--- config.mk ---
export PLATFORM = sky130hd
export DESIGN_NAME = tcp
export DESIGN_NICKNAME = d
export VERILOG_FILES = /design/src/common/tcp_ip_pkg.sv /design/src/common/tcp_regs_pkg.sv /design/src/rtl/tcp_reg_decode.sv /design/src/tcp_stream/tcp_stream_regs.sv /design/src/rtl/tcp_hdr_arb.sv /design/src/rtl/tcp.sv
export SDC_FILE = /design/constraint.sdc
export NUM_CORES = 2
export LEC_CHECK = 0
export BUFFER_PORTS_ARGS = -buffer_cell sky130_fd_sc_hd__buf_2
export CAP_MARGIN = 20
export CELL_PAD_IN_SITES_DETAIL_PLACEMENT = 1
export CELL_PAD_IN_SITES_GLOBAL_PLACEMENT = 2
export CORE_MARGIN = 2
export CORE_UTILIZATION = 39
export CTS_BUF_LIST = sky130_fd_sc_hd__clkbuf_16
export DETAILED_ROUTE_END_ITERATION = 12
export PLACE_DENSITY = 0.83
export SYNTH_ARGS = -nofsm -noshare
export SYNTH_HDL_FRONTEND = slang
export SYNTH_SLANG_ARGS = --single-unit
--- constraint.sdc ---
create_clock -name i_clk -period 8.6 [get_ports i_clk]
set_clock_uncertainty 0.15 [all_clocks]
set_input_delay 1.72 -clock i_clk [delete_from_list [all_inputs] [get_ports i_clk]]
set_output_delay 1.72 -clock i_clk [all_outputs]
set_load 0.1 [all_outputs]
--- src/common/tcp_ip_pkg.sv ---
package tcp_ip_pkg;

    // transmit streams sharing the ip header output
    localparam int NUM_TCP = 8;

    // must cover NUM_TCP
    localparam int STREAM_IDX_W = 3;

    // ipv4 addresses
    typedef logic [31:0] ip_addr_t;

    // time to live
    typedef logic [7:0] ttl_t;

    // protocol number, 6 for tcp
    typedef logic [7:0] proto_t;

    // differentiated services code point
    typedef logic [5:0] dscp_t;

    // explicit congestion notification
    typedef logic [1:0] ecn_t;

    // total ip length in bytes
    typedef logic [15:0] ip_len_t;

endpackage

--- src/common/tcp_regs_pkg.sv ---
package tcp_regs_pkg;

    // cpu register port
    localparam int CPU_ADDR_W = 5;
    localparam int CPU_DATA_W = 32;

    // word address split into {stream, register}
    localparam int REG_SEL_W = 2;
    localparam int STREAM_LSB = REG_SEL_W;

    typedef enum logic [REG_SEL_W-1:0] {
        REG_CTRL   = 2'd0,
        REG_SRC_IP = 2'd1,
        REG_DST_IP = 2'd2,
        REG_HDR    = 2'd3
    } reg_sel_e;

    // ctrl register
    localparam int CTRL_SEND_BIT = 0;
    localparam int CTRL_LEN_LSB = 16;

    // hdr register
    localparam int HDR_TTL_LSB = 0;
    localparam int HDR_PROTO_LSB = 8;
    localparam int HDR_DSCP_LSB = 16;
    localparam int HDR_ECN_LSB = 22;

endpackage

--- src/rtl/tcp_reg_decode.sv ---
`timescale 1ns/1ps

module tcp_reg_decode (
    input  logic                                    i_clk,
    input  logic                                    i_rst,

    input  logic                                    i_cpu_req,
    input  logic                                    i_cpu_req_is_wr,
    input  logic [tcp_regs_pkg::CPU_ADDR_W-1:0]     i_cpu_addr,

    output logic [tcp_ip_pkg::NUM_TCP-1:0]          o_wr_en,
    output tcp_regs_pkg::reg_sel_e                  o_reg_sel,
    input  logic [tcp_ip_pkg::NUM_TCP-1:0][tcp_regs_pkg::CPU_DATA_W-1:0] i_rd_words,

    output logic                                    o_cpu_rd_ack,
    output logic                                    o_cpu_wr_ack,
    output logic [tcp_regs_pkg::CPU_DATA_W-1:0]     o_cpu_rd_data
);

logic [tcp_ip_pkg::STREAM_IDX_W-1:0] stream_idx;
logic                                wr_req;
logic                                rd_req;

// address split
assign stream_idx = i_cpu_addr[tcp_regs_pkg::STREAM_LSB +: tcp_ip_pkg::STREAM_IDX_W];
assign o_reg_sel  = tcp_regs_pkg::reg_sel_e'(i_cpu_addr[0 +: tcp_regs_pkg::REG_SEL_W]);

assign wr_req = i_cpu_req && i_cpu_req_is_wr;
assign rd_req = i_cpu_req && !i_cpu_req_is_wr;

// one-hot write strobe to the addressed stream
always_comb begin
    o_wr_en = '0;
    if (wr_req) begin
        o_wr_en[stream_idx] = 1'b1;
    end
end

always_ff @(posedge i_clk) begin
    if (i_rst) begin
        o_cpu_rd_ack <= 1'b0;
        o_cpu_wr_ack <= 1'b0;
    end else begin
        o_cpu_rd_ack <= rd_req;
        o_cpu_wr_ack <= wr_req;
    end
end

// read word captured with the request, valid alongside rd_ack
always_ff @(posedge i_clk) begin
    if (rd_req) begin
        o_cpu_rd_data <= i_rd_words[stream_idx];
    end
end

endmodule

--- src/tcp_stream/tcp_stream_regs.sv ---
`timescale 1ns/1ps

module tcp_stream_regs (
    input  logic                                    i_clk,
    input  logic                                    i_rst,

    input  logic                                    i_wr_en,
    input  tcp_regs_pkg::reg_sel_e                  i_reg_sel,
    input  logic [tcp_regs_pkg::CPU_DATA_W-1:0]     i_wr_data,
    input  logic [tcp_regs_pkg::CPU_DATA_W-1:0]     i_wr_biten,
    output logic [tcp_regs_pkg::CPU_DATA_W-1:0]     o_rd_word,

    output logic                                    o_pending,
    input  logic                                    i_grant,

    output tcp_ip_pkg::ip_addr_t                    o_src_ip,
    output tcp_ip_pkg::ip_addr_t                    o_dst_ip,
    output tcp_ip_pkg::ttl_t                        o_ttl,
    output tcp_ip_pkg::proto_t                      o_proto,
    output tcp_ip_pkg::dscp_t                       o_dscp,
    output tcp_ip_pkg::ecn_t                        o_ecn,
    output tcp_ip_pkg::ip_len_t                     o_len
);

tcp_ip_pkg::ip_addr_t   src_ip_q;
tcp_ip_pkg::ip_addr_t   dst_ip_q;
tcp_ip_pkg::ttl_t       ttl_q;
tcp_ip_pkg::proto_t     proto_q;
tcp_ip_pkg::dscp_t      dscp_q;
tcp_ip_pkg::ecn_t       ecn_q;
tcp_ip_pkg::ip_len_t    len_q;
logic                   pending_q;

logic [tcp_regs_pkg::CPU_DATA_W-1:0] merged;
logic                                send_wr;

// current image of the selected register
always_comb begin
    o_rd_word = '0;
    unique case (i_reg_sel)
        tcp_regs_pkg::REG_CTRL: begin
            o_rd_word[tcp_regs_pkg::CTRL_LEN_LSB +: $bits(tcp_ip_pkg::ip_len_t)] = len_q;
            o_rd_word[tcp_regs_pkg::CTRL_SEND_BIT] = pending_q;
        end
        tcp_regs_pkg::REG_SRC_IP: o_rd_word = src_ip_q;
        tcp_regs_pkg::REG_DST_IP: o_rd_word = dst_ip_q;
        tcp_regs_pkg::REG_HDR: begin
            o_rd_word[tcp_regs_pkg::HDR_TTL_LSB +: $bits(tcp_ip_pkg::ttl_t)]     = ttl_q;
            o_rd_word[tcp_regs_pkg::HDR_PROTO_LSB +: $bits(tcp_ip_pkg::proto_t)] = proto_q;
            o_rd_word[tcp_regs_pkg::HDR_DSCP_LSB +: $bits(tcp_ip_pkg::dscp_t)]   = dscp_q;
            o_rd_word[tcp_regs_pkg::HDR_ECN_LSB +: $bits(tcp_ip_pkg::ecn_t)]     = ecn_q;
        end
        default: o_rd_word = '0;
    endcase
end

// bit-masked merge onto the current image
assign merged = (o_rd_word & ~i_wr_biten) | (i_wr_data & i_wr_biten);

assign send_wr = i_wr_en && (i_reg_sel == tcp_regs_pkg::REG_CTRL)
              && i_wr_biten[tcp_regs_pkg::CTRL_SEND_BIT]
              && i_wr_data[tcp_regs_pkg::CTRL_SEND_BIT];

always_ff @(posedge i_clk) begin
    if (i_rst) begin
        src_ip_q  <= '0;
        dst_ip_q  <= '0;
        ttl_q     <= '0;
        proto_q   <= '0;
        dscp_q    <= '0;
        ecn_q     <= '0;
        len_q     <= '0;
        pending_q <= 1'b0;
    end else begin
        if (i_wr_en) begin
            unique case (i_reg_sel)
                tcp_regs_pkg::REG_CTRL:
                    len_q <= tcp_ip_pkg::ip_len_t'(merged >> tcp_regs_pkg::CTRL_LEN_LSB);
                tcp_regs_pkg::REG_SRC_IP: src_ip_q <= merged;
                tcp_regs_pkg::REG_DST_IP: dst_ip_q <= merged;
                tcp_regs_pkg::REG_HDR: begin
                    ttl_q   <= tcp_ip_pkg::ttl_t'(merged >> tcp_regs_pkg::HDR_TTL_LSB);
                    proto_q <= tcp_ip_pkg::proto_t'(merged >> tcp_regs_pkg::HDR_PROTO_LSB);
                    dscp_q  <= tcp_ip_pkg::dscp_t'(merged >> tcp_regs_pkg::HDR_DSCP_LSB);
                    ecn_q   <= tcp_ip_pkg::ecn_t'(merged >> tcp_regs_pkg::HDR_ECN_LSB);
                end
                default: ;
            endcase
        end
        // a send landing on the grant cycle is kept
        if (send_wr) begin
            pending_q <= 1'b1;
        end else if (i_grant) begin
            pending_q <= 1'b0;
        end
    end
end

assign o_pending = pending_q;
assign o_src_ip  = src_ip_q;
assign o_dst_ip  = dst_ip_q;
assign o_ttl     = ttl_q;
assign o_proto   = proto_q;
assign o_dscp    = dscp_q;
assign o_ecn     = ecn_q;
assign o_len     = len_q;

endmodule

--- src/rtl/tcp_hdr_arb.sv ---
`timescale 1ns/1ps

module tcp_hdr_arb (
    input  logic                                            i_clk,
    input  logic                                            i_rst,

    input  logic [tcp_ip_pkg::NUM_TCP-1:0]                  i_req,
    input  tcp_ip_pkg::dscp_t    [tcp_ip_pkg::NUM_TCP-1:0]  i_dscp,
    input  tcp_ip_pkg::ecn_t     [tcp_ip_pkg::NUM_TCP-1:0]  i_ecn,
    input  tcp_ip_pkg::ip_len_t  [tcp_ip_pkg::NUM_TCP-1:0]  i_len,
    input  tcp_ip_pkg::ttl_t     [tcp_ip_pkg::NUM_TCP-1:0]  i_ttl,
    input  tcp_ip_pkg::proto_t   [tcp_ip_pkg::NUM_TCP-1:0]  i_proto,
    input  tcp_ip_pkg::ip_addr_t [tcp_ip_pkg::NUM_TCP-1:0]  i_src_ip,
    input  tcp_ip_pkg::ip_addr_t [tcp_ip_pkg::NUM_TCP-1:0]  i_dst_ip,
    output logic [tcp_ip_pkg::NUM_TCP-1:0]                  o_grant,

    output logic                                            o_hdr_valid,
    input  logic                                            i_hdr_ready,
    output tcp_ip_pkg::dscp_t                               o_dscp,
    output tcp_ip_pkg::ecn_t                                o_ecn,
    output tcp_ip_pkg::ip_len_t                             o_len,
    output tcp_ip_pkg::ttl_t                                o_ttl,
    output tcp_ip_pkg::proto_t                              o_proto,
    output tcp_ip_pkg::ip_addr_t                            o_src_ip,
    output tcp_ip_pkg::ip_addr_t                            o_dst_ip
);

logic [tcp_ip_pkg::STREAM_IDX_W-1:0] ptr;
logic [tcp_ip_pkg::STREAM_IDX_W-1:0] sel_idx;
logic                                found;
logic                                load;

// output slot free, or emptied on this edge
assign load = !o_hdr_valid || i_hdr_ready;

// first pending stream at or above ptr, wrapping
always_comb begin
    logic [tcp_ip_pkg::STREAM_IDX_W-1:0] idx;
    found   = 1'b0;
    sel_idx = '0;
    for (int k = 0; k < tcp_ip_pkg::NUM_TCP; k++) begin
        idx = ptr + tcp_ip_pkg::STREAM_IDX_W'(k);
        if (!found && i_req[idx]) begin
            found   = 1'b1;
            sel_idx = idx;
        end
    end
end

always_comb begin
    o_grant = '0;
    if (load && found) begin
        o_grant[sel_idx] = 1'b1;
    end
end

always_ff @(posedge i_clk) begin
    if (i_rst) begin
        o_hdr_valid <= 1'b0;
        ptr         <= '0;
    end else if (load) begin
        o_hdr_valid <= found;
        if (found) begin
            ptr <= sel_idx + 1'b1;
        end
    end
end

// header fields sampled at grant
always_ff @(posedge i_clk) begin
    if (load && found) begin
        o_dscp   <= i_dscp[sel_idx];
        o_ecn    <= i_ecn[sel_idx];
        o_len    <= i_len[sel_idx];
        o_ttl    <= i_ttl[sel_idx];
        o_proto  <= i_proto[sel_idx];
        o_src_ip <= i_src_ip[sel_idx];
        o_dst_ip <= i_dst_ip[sel_idx];
    end
end

endmodule

--- src/rtl/tcp.sv ---
`timescale 1ns/1ps

module tcp (
    input  logic                                    i_clk,
    input  logic                                    i_rst,

    input  logic                                    i_cpu_req,
    input  logic                                    i_cpu_req_is_wr,
    input  logic [tcp_regs_pkg::CPU_ADDR_W-1:0]     i_cpu_addr,
    input  logic [tcp_regs_pkg::CPU_DATA_W-1:0]     i_cpu_wr_data,
    input  logic [tcp_regs_pkg::CPU_DATA_W-1:0]     i_cpu_wr_biten,
    output logic                                    o_cpu_rd_ack,
    output logic [tcp_regs_pkg::CPU_DATA_W-1:0]     o_cpu_rd_data,
    output logic                                    o_cpu_wr_ack,

    // ip header output
    output logic                                    m_ip_hdr_valid,
    input  logic                                    m_ip_hdr_ready,
    output tcp_ip_pkg::dscp_t                       m_ip_dscp,
    output tcp_ip_pkg::ecn_t                        m_ip_ecn,
    output tcp_ip_pkg::ip_len_t                     m_ip_length,
    output tcp_ip_pkg::ttl_t                        m_ip_ttl,
    output tcp_ip_pkg::proto_t                      m_ip_protocol,
    output tcp_ip_pkg::ip_addr_t                    m_ip_source_ip,
    output tcp_ip_pkg::ip_addr_t                    m_ip_dest_ip
);

logic [tcp_ip_pkg::NUM_TCP-1:0]                              wr_en;
tcp_regs_pkg::reg_sel_e                                      reg_sel;
logic [tcp_ip_pkg::NUM_TCP-1:0][tcp_regs_pkg::CPU_DATA_W-1:0] rd_words;
logic [tcp_ip_pkg::NUM_TCP-1:0]                              pending;
logic [tcp_ip_pkg::NUM_TCP-1:0]                              grant;

tcp_ip_pkg::ip_addr_t [tcp_ip_pkg::NUM_TCP-1:0] src_ip;
tcp_ip_pkg::ip_addr_t [tcp_ip_pkg::NUM_TCP-1:0] dst_ip;
tcp_ip_pkg::ttl_t     [tcp_ip_pkg::NUM_TCP-1:0] ttl;
tcp_ip_pkg::proto_t   [tcp_ip_pkg::NUM_TCP-1:0] proto;
tcp_ip_pkg::dscp_t    [tcp_ip_pkg::NUM_TCP-1:0] dscp;
tcp_ip_pkg::ecn_t     [tcp_ip_pkg::NUM_TCP-1:0] ecn;
tcp_ip_pkg::ip_len_t  [tcp_ip_pkg::NUM_TCP-1:0] len;

tcp_reg_decode u_tcp_reg_decode (
    .i_clk              (i_clk),
    .i_rst              (i_rst),
    .i_cpu_req          (i_cpu_req),
    .i_cpu_req_is_wr    (i_cpu_req_is_wr),
    .i_cpu_addr         (i_cpu_addr),
    .o_wr_en            (wr_en),
    .o_reg_sel          (reg_sel),
    .i_rd_words         (rd_words),
    .o_cpu_rd_ack       (o_cpu_rd_ack),
    .o_cpu_wr_ack       (o_cpu_wr_ack),
    .o_cpu_rd_data      (o_cpu_rd_data)
);

// one register set per stream
for (genvar i = 0; i < tcp_ip_pkg::NUM_TCP; i++) begin : g_stream
    tcp_stream_regs u_tcp_stream_regs (
        .i_clk          (i_clk),
        .i_rst          (i_rst),
        .i_wr_en        (wr_en[i]),
        .i_reg_sel      (reg_sel),
        .i_wr_data      (i_cpu_wr_data),
        .i_wr_biten     (i_cpu_wr_biten),
        .o_rd_word      (rd_words[i]),
        .o_pending      (pending[i]),
        .i_grant        (grant[i]),
        .o_src_ip       (src_ip[i]),
        .o_dst_ip       (dst_ip[i]),
        .o_ttl          (ttl[i]),
        .o_proto        (proto[i]),
        .o_dscp         (dscp[i]),
        .o_ecn          (ecn[i]),
        .o_len          (len[i])
    );
end

tcp_hdr_arb u_tcp_hdr_arb (
    .i_clk              (i_clk),
    .i_rst              (i_rst),
    .i_req              (pending),
    .i_dscp             (dscp),
    .i_ecn              (ecn),
    .i_len              (len),
    .i_ttl              (ttl),
    .i_proto            (proto),
    .i_src_ip           (src_ip),
    .i_dst_ip           (dst_ip),
    .o_grant            (grant),
    .o_hdr_valid        (m_ip_hdr_valid),
    .i_hdr_ready        (m_ip_hdr_ready),
    .o_dscp             (m_ip_dscp),
    .o_ecn              (m_ip_ecn),
    .o_len              (m_ip_length),
    .o_ttl              (m_ip_ttl),
    .o_proto            (m_ip_protocol),
    .o_src_ip           (m_ip_source_ip),
    .o_dst_ip           (m_ip_dest_ip)
);

endmodule

Word-level counts from Yosys, hierarchy flattened
Cells that the tools add are included.
Operators by class
  add/sub/neg operators: 8
  order comparisons: 12
  equal/unequal tests: 3
  muxes and demuxes: 102
  bitwise gates (word level): 18
  reductions and logical operators: 88
Operators by type and width (number)
  one-hot mux 15 bit (3 select lines): 8
  AND 32 bit: 9
  binary-select mux 32 bit (select 3 bit): 3
  OR 32 bit: 8
  one-hot mux 8 bit (4 select lines): 8
  one-hot mux 8 bit (3 select lines): 8
  2-to-1 mux 32 bit: 3
  AND reduction 2 bit: 33
  binary-select mux 16 bit (select 3 bit): 1
  binary-select mux 8 bit (select 3 bit): 2
  < comparator 3 x 4 -> 1 bit (second input constant): 10
  logical AND 1 bit: 36
  2-to-1 mux 1 bit: 34
  2-to-1 mux 8 bit: 4
  NOT 32 bit: 1
  one-hot mux 1 bit (4 select lines): 8
  binary-select mux 1 bit (select 3 bit): 8
  2-to-1 mux 3 bit: 8
  binary-select mux 6 bit (select 3 bit): 1
  2-to-1 mux 16 bit: 1
  nonzero test 2 bit: 8
  adder 3 bit (second input constant): 4
  logical NOT 1 bit: 9
  adder 3 x 1 -> 3 bit (second input constant): 2
  10 further kinds: 14
Word-level totals
  flip-flop bits (word level): 982
  input port bits: 74
  word-level logic and storage cells: 307

Longest topological paths before layout
  word-level depth: 31
  depth in mapped cells: 17
  depth with buffers taken out: 11

By module
From an unflattened synthesis, not the netlist that was laid out.
Second synthesis, totals
  cells, all modules: 5667
  area, all modules: 58815.2 µm²
By module, submodules not included
  tcp_stream_regs at g_stream[0].u_tcp_stream_regs ...: instances 4, cells an instance 555, area each 5368.9 µm²
  tcp_stream_regs at g_stream[4].u_tcp_stream_regs ...: instances 3, cells an instance 555, area each 5350.1 µm²
  tcp_hdr_arb: instances 1, cells an instance 1059, area each 12853.6 µm²
  tcp_stream_regs at g_stream[7].u_tcp_stream_regs: instances 1, cells an instance 555, area each 5377.7 µm²
  tcp_reg_decode: instances 1, cells an instance 168, area each 3057.9 µm²

Least setup slack after synthesis
Ideal clock, no wire load.
  path type: reg-to-reg
  from: register u_tcp_hdr_arb.ptr[1] (netlist name)
  to: register g_stream[0].u_tcp_stream_regs.pending_q
  data arrival time: 6298 ps
  data required time: 8318 ps
  setup slack: 2020 ps
  stages on the path, launching flop included: 15
  path buffers: 3
  clock period less this slack: 6580 ps
  cell sequence: dfxtp_1 clkbuf_1 clkbuf_1 inv_1 ha_1 mux4_2 mux2i_1 a22oi_1 nor2_1 and4_1 nor2b_1 clkbuf_1 nand2_1 o31ai_1 a21oi_1
On the way
  cells in the longest elaborated chain, start to end: 30
  elaborated cells on any way between the ends: 61
  those cells by class: 7 x add/sub; 2 x order compare; 35 x mux; 17 x reduce/logical
RTL lines
  start: declaration: line tcp_hdr_arb.sv:28  | logic [tcp_ip_pkg::STREAM_IDX_W-1:0] ptr;
  start signal: assignment: line tcp_hdr_arb.sv:64  | ptr <= sel_idx + 1'b1;
  parallel branches: the longest is 28 deep, another holds adder 3 x 1 -> 3 bit
  2-to-1 mux 8 bit *: line tcp_hdr_arb.sv:52  | if (load && found) begin
  nonzero test 2 bit (no line) *
  end signal: assignment: line tcp_stream_regs.sv:73  | pending_q <= 1'b0;
  end signal: assignment: line tcp_stream_regs.sv:92  | pending_q <= 1'b1;
  end signal: assignment: line tcp_stream_regs.sv:94  | pending_q <= 1'b0;
  end: declaration: line tcp_stream_regs.sv:32  | logic pending_q;
Mark *: on every way between the ends. The select of a mux whose other input is x is not followed.
A chain may end at the register's enable or synchronous reset.

Final worst setup path
  from: register u_tcp_hdr_arb.ptr[1] (netlist name)
  to: register u_tcp_hdr_arb.o_src_ip[27] (data pin)
On the way
  cells in the longest elaborated chain, start to end: 26
  elaborated cells on any way between the ends: 54
  those cells by class: 7 x add/sub; 33 x mux; 14 x reduce/logical
RTL lines
  parallel branches: the longest is 23 deep, another holds adder 3 x 1 -> 3 bit
  2-to-1 mux 3 bit *: line tcp_hdr_arb.sv:43  | if (!found && i_req[idx]) begin
  binary-select mux 32 bit (select 3 bit) *: line tcp_hdr_arb.sv:77  | o_src_ip <= i_src_ip[sel_idx];
  2-to-1 mux 32 bit (not written as such) *: line tcp_hdr_arb.sv:77
  end signal: assignment: line tcp_hdr_arb.sv:77
  end: declaration: line tcp_hdr_arb.sv:24  | output tcp_ip_pkg::ip_addr_t o_src_ip,
Marks and branches as above.

==> impl_metrics.toml <==
[clock_network]
cts_buffer_depth = 3
cts_sinks = 982
cts_hold_buf = 0
h-tree-depth = 3
ctsResizeCount = 0
cts_setup_buffers = 0
root_buffer = "clkbuf_16"
clkTransAtPathRegs_ns = 0.07
clkLatencyLatePin_ns = 0.77
cts_tree = "done"
cts_buffers = 114

[flow_run]
drv_cap = 0

[setup_path]
crit_required_ns = 8.94
r2r_cells = 12
startpoint = "u_tcp_hdr_arb.ptr[1]"
crit_arrival_ns = 6.17
crit_slowest_cell = "dfxtp_1"
endpoint = "u_tcp_hdr_arb.o_src_ip[27]"
r2r_slack_ns = 2.77
cp_cell_sequence = "inv_1, ha_1, mux4_2, mux2_2, and2_1, a311oi_2, a32oi_1, nand2_4, buf_4, mux2i_1, mux2i_1, mux2_2"
worstSetupStartpointType = "flip-flop"
crit-reg2reg-launch = "u_tcp_hdr_arb.ptr[1]"
critPathMaxFanout = 43
path_class = "reg2reg"
slowest_delay_ns = 0.82
cp-end-kind = "flip-flop"
worstReg2RegEnd = "u_tcp_hdr_arb.o_src_ip[27]"

[floorplanning]
initial_core_util = 0.392
dieArea_um2 = 133000
die_w_um = 365
design.core.area_um2 = 129000
dieHeight_um = 365
pin_count = 213
fp-row-count = 132

[yosys]
synth_area_per_cell_um2 = 8.84
ys_seq_area_frac = 0.414
synth_top_family_by_area = "multiplexers"
synth_edf_count = 136
synth_ff_type = "dfxtp_1"
yosys_warnings = 0
synthSimpleGateAreaFrac = 0.138
synth-xor-area-share = 0.00104
muxShareOfSynthArea = 0.222
ys_async_sr_fraction = 0
yosysUniqueCellTypes = 69
synth_compound_area_frac = 0.180
synth_nets = 5813
synth_fa_ha_area_frac = 0.000493
ys_ff_latch = 982
syn_area_um2 = 50700
synthCells = 5737

[finish]
drive_gt1_frac = 0.148
nNetsFinal = 5772
syn_to_final_growth_pct = 12.1
final_util = 0.439

[routing]
via_per_inst = 6.21
finalWirelength_mm = 229
first_pass_iters = 6
dr.first_iter.drc_count = 5223
post-route-drc-count = 0
vias = 46900
ant_nets = 0
post_drt_wl_per_cell_um = 30.3

[timing]
slew_violations = 0
period_needed_ns = 5.83
fmax_mhz = 172
setup_tns_ns = 0
setup_viol_count_final = 0
grt_setup_unrepaired = "false"
period_share = 0.677
worst_slew_pin_slew_ns = 1.26
relSlewSlack = 0.158
hold_viol = 0
setup_slack_ns = 2.77

[global_route]
grt_pass1_wl_mm = 327
grt.overflow.total = 0
antenna_found_initial = 16
grt_util_all_layers = 0.335
grt_start_max_net_pins = 219
grt_pass1_vias = 45800

[placed_design]
place_congestion = 0.880
hpwlAfterDp_mm = 140
dp_slack_ns = 2.87
numPortBuffers = 212

[min_path]
hold_path_class = "reg2reg"

[status]
outcome = "finished, final reports clean"

[pwr]
p_leak_nw = 20.8
ir_drop_v = 0.000338
power.density_nw_per_um2 = 262
power_mw = 14.9
==> worst min path at each step <==
stage | end | slack, ns | cells past startpoint | startpoint
2_1_floorplan | g_stream[1].u_tcp_stream_regs.o_src_ip[7] | 0.29 | 2 | g_stream[1].u_tcp_stream_regs.o_src_ip[7]
3_3_place_gp | g_stream[1].u_tcp_stream_regs.o_src_ip[7] | 0.29 | 2 | g_stream[1].u_tcp_stream_regs.o_src_ip[7]
3_5_place_dp | g_stream[1].u_tcp_stream_regs.o_src_ip[7] | 0.30 | 2 | g_stream[1].u_tcp_stream_regs.o_src_ip[7]
4_1_cts | g_stream[1].u_tcp_stream_regs.o_src_ip[7] | 0.31 | 2 | g_stream[1].u_tcp_stream_regs.o_src_ip[7]
5_1_grt | g_stream[1].u_tcp_stream_regs.o_src_ip[7] | 0.33 | 2 | g_stream[1].u_tcp_stream_regs.o_src_ip[7]
6_report | g_stream[1].u_tcp_stream_regs.o_src_ip[7] | 0.31 | 2 | g_stream[1].u_tcp_stream_regs.o_src_ip[7]
==> Yosys cell counts (all sizes together), types with 85 or more instances <==
library cell | count | area, µm²
nand2 | 1251 | 4700
dfxtp | 846 | 16900
a21oi | 687 | 3440
mux2i | 676 | 6780
nor2 | 397 | 1490
clkbuf | 341 | 1290
a211oi | 305 | 2290
mux2 | 225 | 2540
a22oi | 143 | 1070
edfxtp | 136 | 4080
buf | 132 | 818
o21ai | 94 | 470
mux4 | 85 | 1910
==> power breakdown <==
| group | leakage [nW] | switching [mW] | total [mW] | internal (mW) |
|---|---|---|---|---|
| registers | 8.19 | 0.272 | 5.32 | 5.04 |
| clock network | 1.83 | 2.13 | 4.67 | 2.54 |
| logic | 10.7 | 3.81 | 4.91 | 1.10 |
==> through the flow <==
step | std cells | area, µm² | hold slack, ns
6_report | 7542 | 56800 | 0.307
3_3_place_gp | 7314 | 53200 | 0.292
3_5_place_dp | 7318 | 53300 | 0.301
5_1_grt | 7540 | 56800 | 0.333
2_1_floorplan | 5737 | 50700 | 0.286
4_1_cts | 7535 | 56700 | 0.310
==> layout by cell type, fill, tap and decap left out, types with 5 or more instances in the layout <==
cell       netlist  final
o22ai_1         40     39
buf_4            3     82
nand3_1         15     15
or4_1            6      6
nor2b_1         11      7
nand2_1       1251   1231
nor3_1          21     17
o221ai_1         6      6
a21oi_1        686    686
edfxtp_1       136    136
clkbuf_16        0    115
a21boi_0        64     64
clkinv_2         0     27
nand4_1         14     14
mux2_2         220    220
clkinv_1         0     30
buf_12           2     18
nand2_2          0     19
mux4_2          85     85
o2bb2ai_1        5      5
o211ai_1         6      6
o21ai_0         91     91
a221oi_1         5      5
o21a_1          65     65
and2_1          12     11
mux2i_1        674    674
dfxtp_1        846    846
inv_1           40     69
nor2_1         397    361
nand2b_1        28     28
buf_2           52    209
nor2_4           0     34
a22o_1          26     26
a211oi_1       305    305
and3_1           7      7
a22oi_1        143    143
==> registers in the layout (all words and copies together) (netlist names), 6 cells and up <==
name,count
u_tcp_hdr_arb.o_dst_ip,32
g_stream.u_tcp_stream_regs.o_pending,8
g_stream.u_tcp_stream_regs.o_dscp,48
g_stream.u_tcp_stream_regs.o_dst_ip,256
u_tcp_hdr_arb.o_proto,8
g_stream.u_tcp_stream_regs.o_ttl,64
u_tcp_hdr_arb.o_dscp,6
u_tcp_hdr_arb.o_ttl,8
g_stream.u_tcp_stream_regs.o_src_ip,256
u_tcp_hdr_arb.o_src_ip,32
g_stream.u_tcp_stream_regs.o_len,128
u_tcp_reg_decode.o_cpu_rd_data,32
u_tcp_hdr_arb.o_len,16
g_stream.u_tcp_stream_regs.o_proto,64
g_stream.u_tcp_stream_regs.o_ecn,16
==> critical path: cells and delay by family (launching register included) <==
kind | cells | cell delay, ns
flops | 1 | 0.82
compound gates | 2 | 0.52
fa+ha+maj | 1 | 0.65
mux | 5 | 1.67
simple gates | 2 | 0.92
buf+inv | 2 | 0.77
==> kinds of logic (layout without fill, tap and decap cells) <==
logic type               count (synthesis)  in the layout
AND/OR/NAND/NOR                       1776           1776
AO/OA/AOI/OAI                         1472           1472
multiplexers                           986            986
flip-flops                             982            982
buffers and inverters                  513            573
XOR/XNOR                                 6              6
adder cells (fa/ha/maj)                  2              2
other                                    0              3
==> per-layer routing <==
| layer | vias up | wire length [µm] | track usage |
|---|---|---|---|
| li1 | 20400 | - | - |
| met1 | 23600 | 97100 | 0.461 |
| met2 | 2273 | 99800 | 0.511 |
| met3 | 526 | 21000 | 0.0617 |
| met4 | 12 | 10600 | 0.146 |
| met5 | - | 74 | 0 |
==> layout make-up <==
type / count / area (µm²)
Clock buffer: 115 / 2880
Sequential cell: 982 / 21000
Antenna cell: 3 / 7.51
Inverter: 40 / 150
Multi-Input combinational cell: 4242 / 27800
Tap cell: 1742 / 2180
Fill cell: 14900 / 72500
Timing Repair Buffer: 316 / 2180
Clock inverter: 102 / 594
Note: power is estimated with default switching activity, not from simulation.
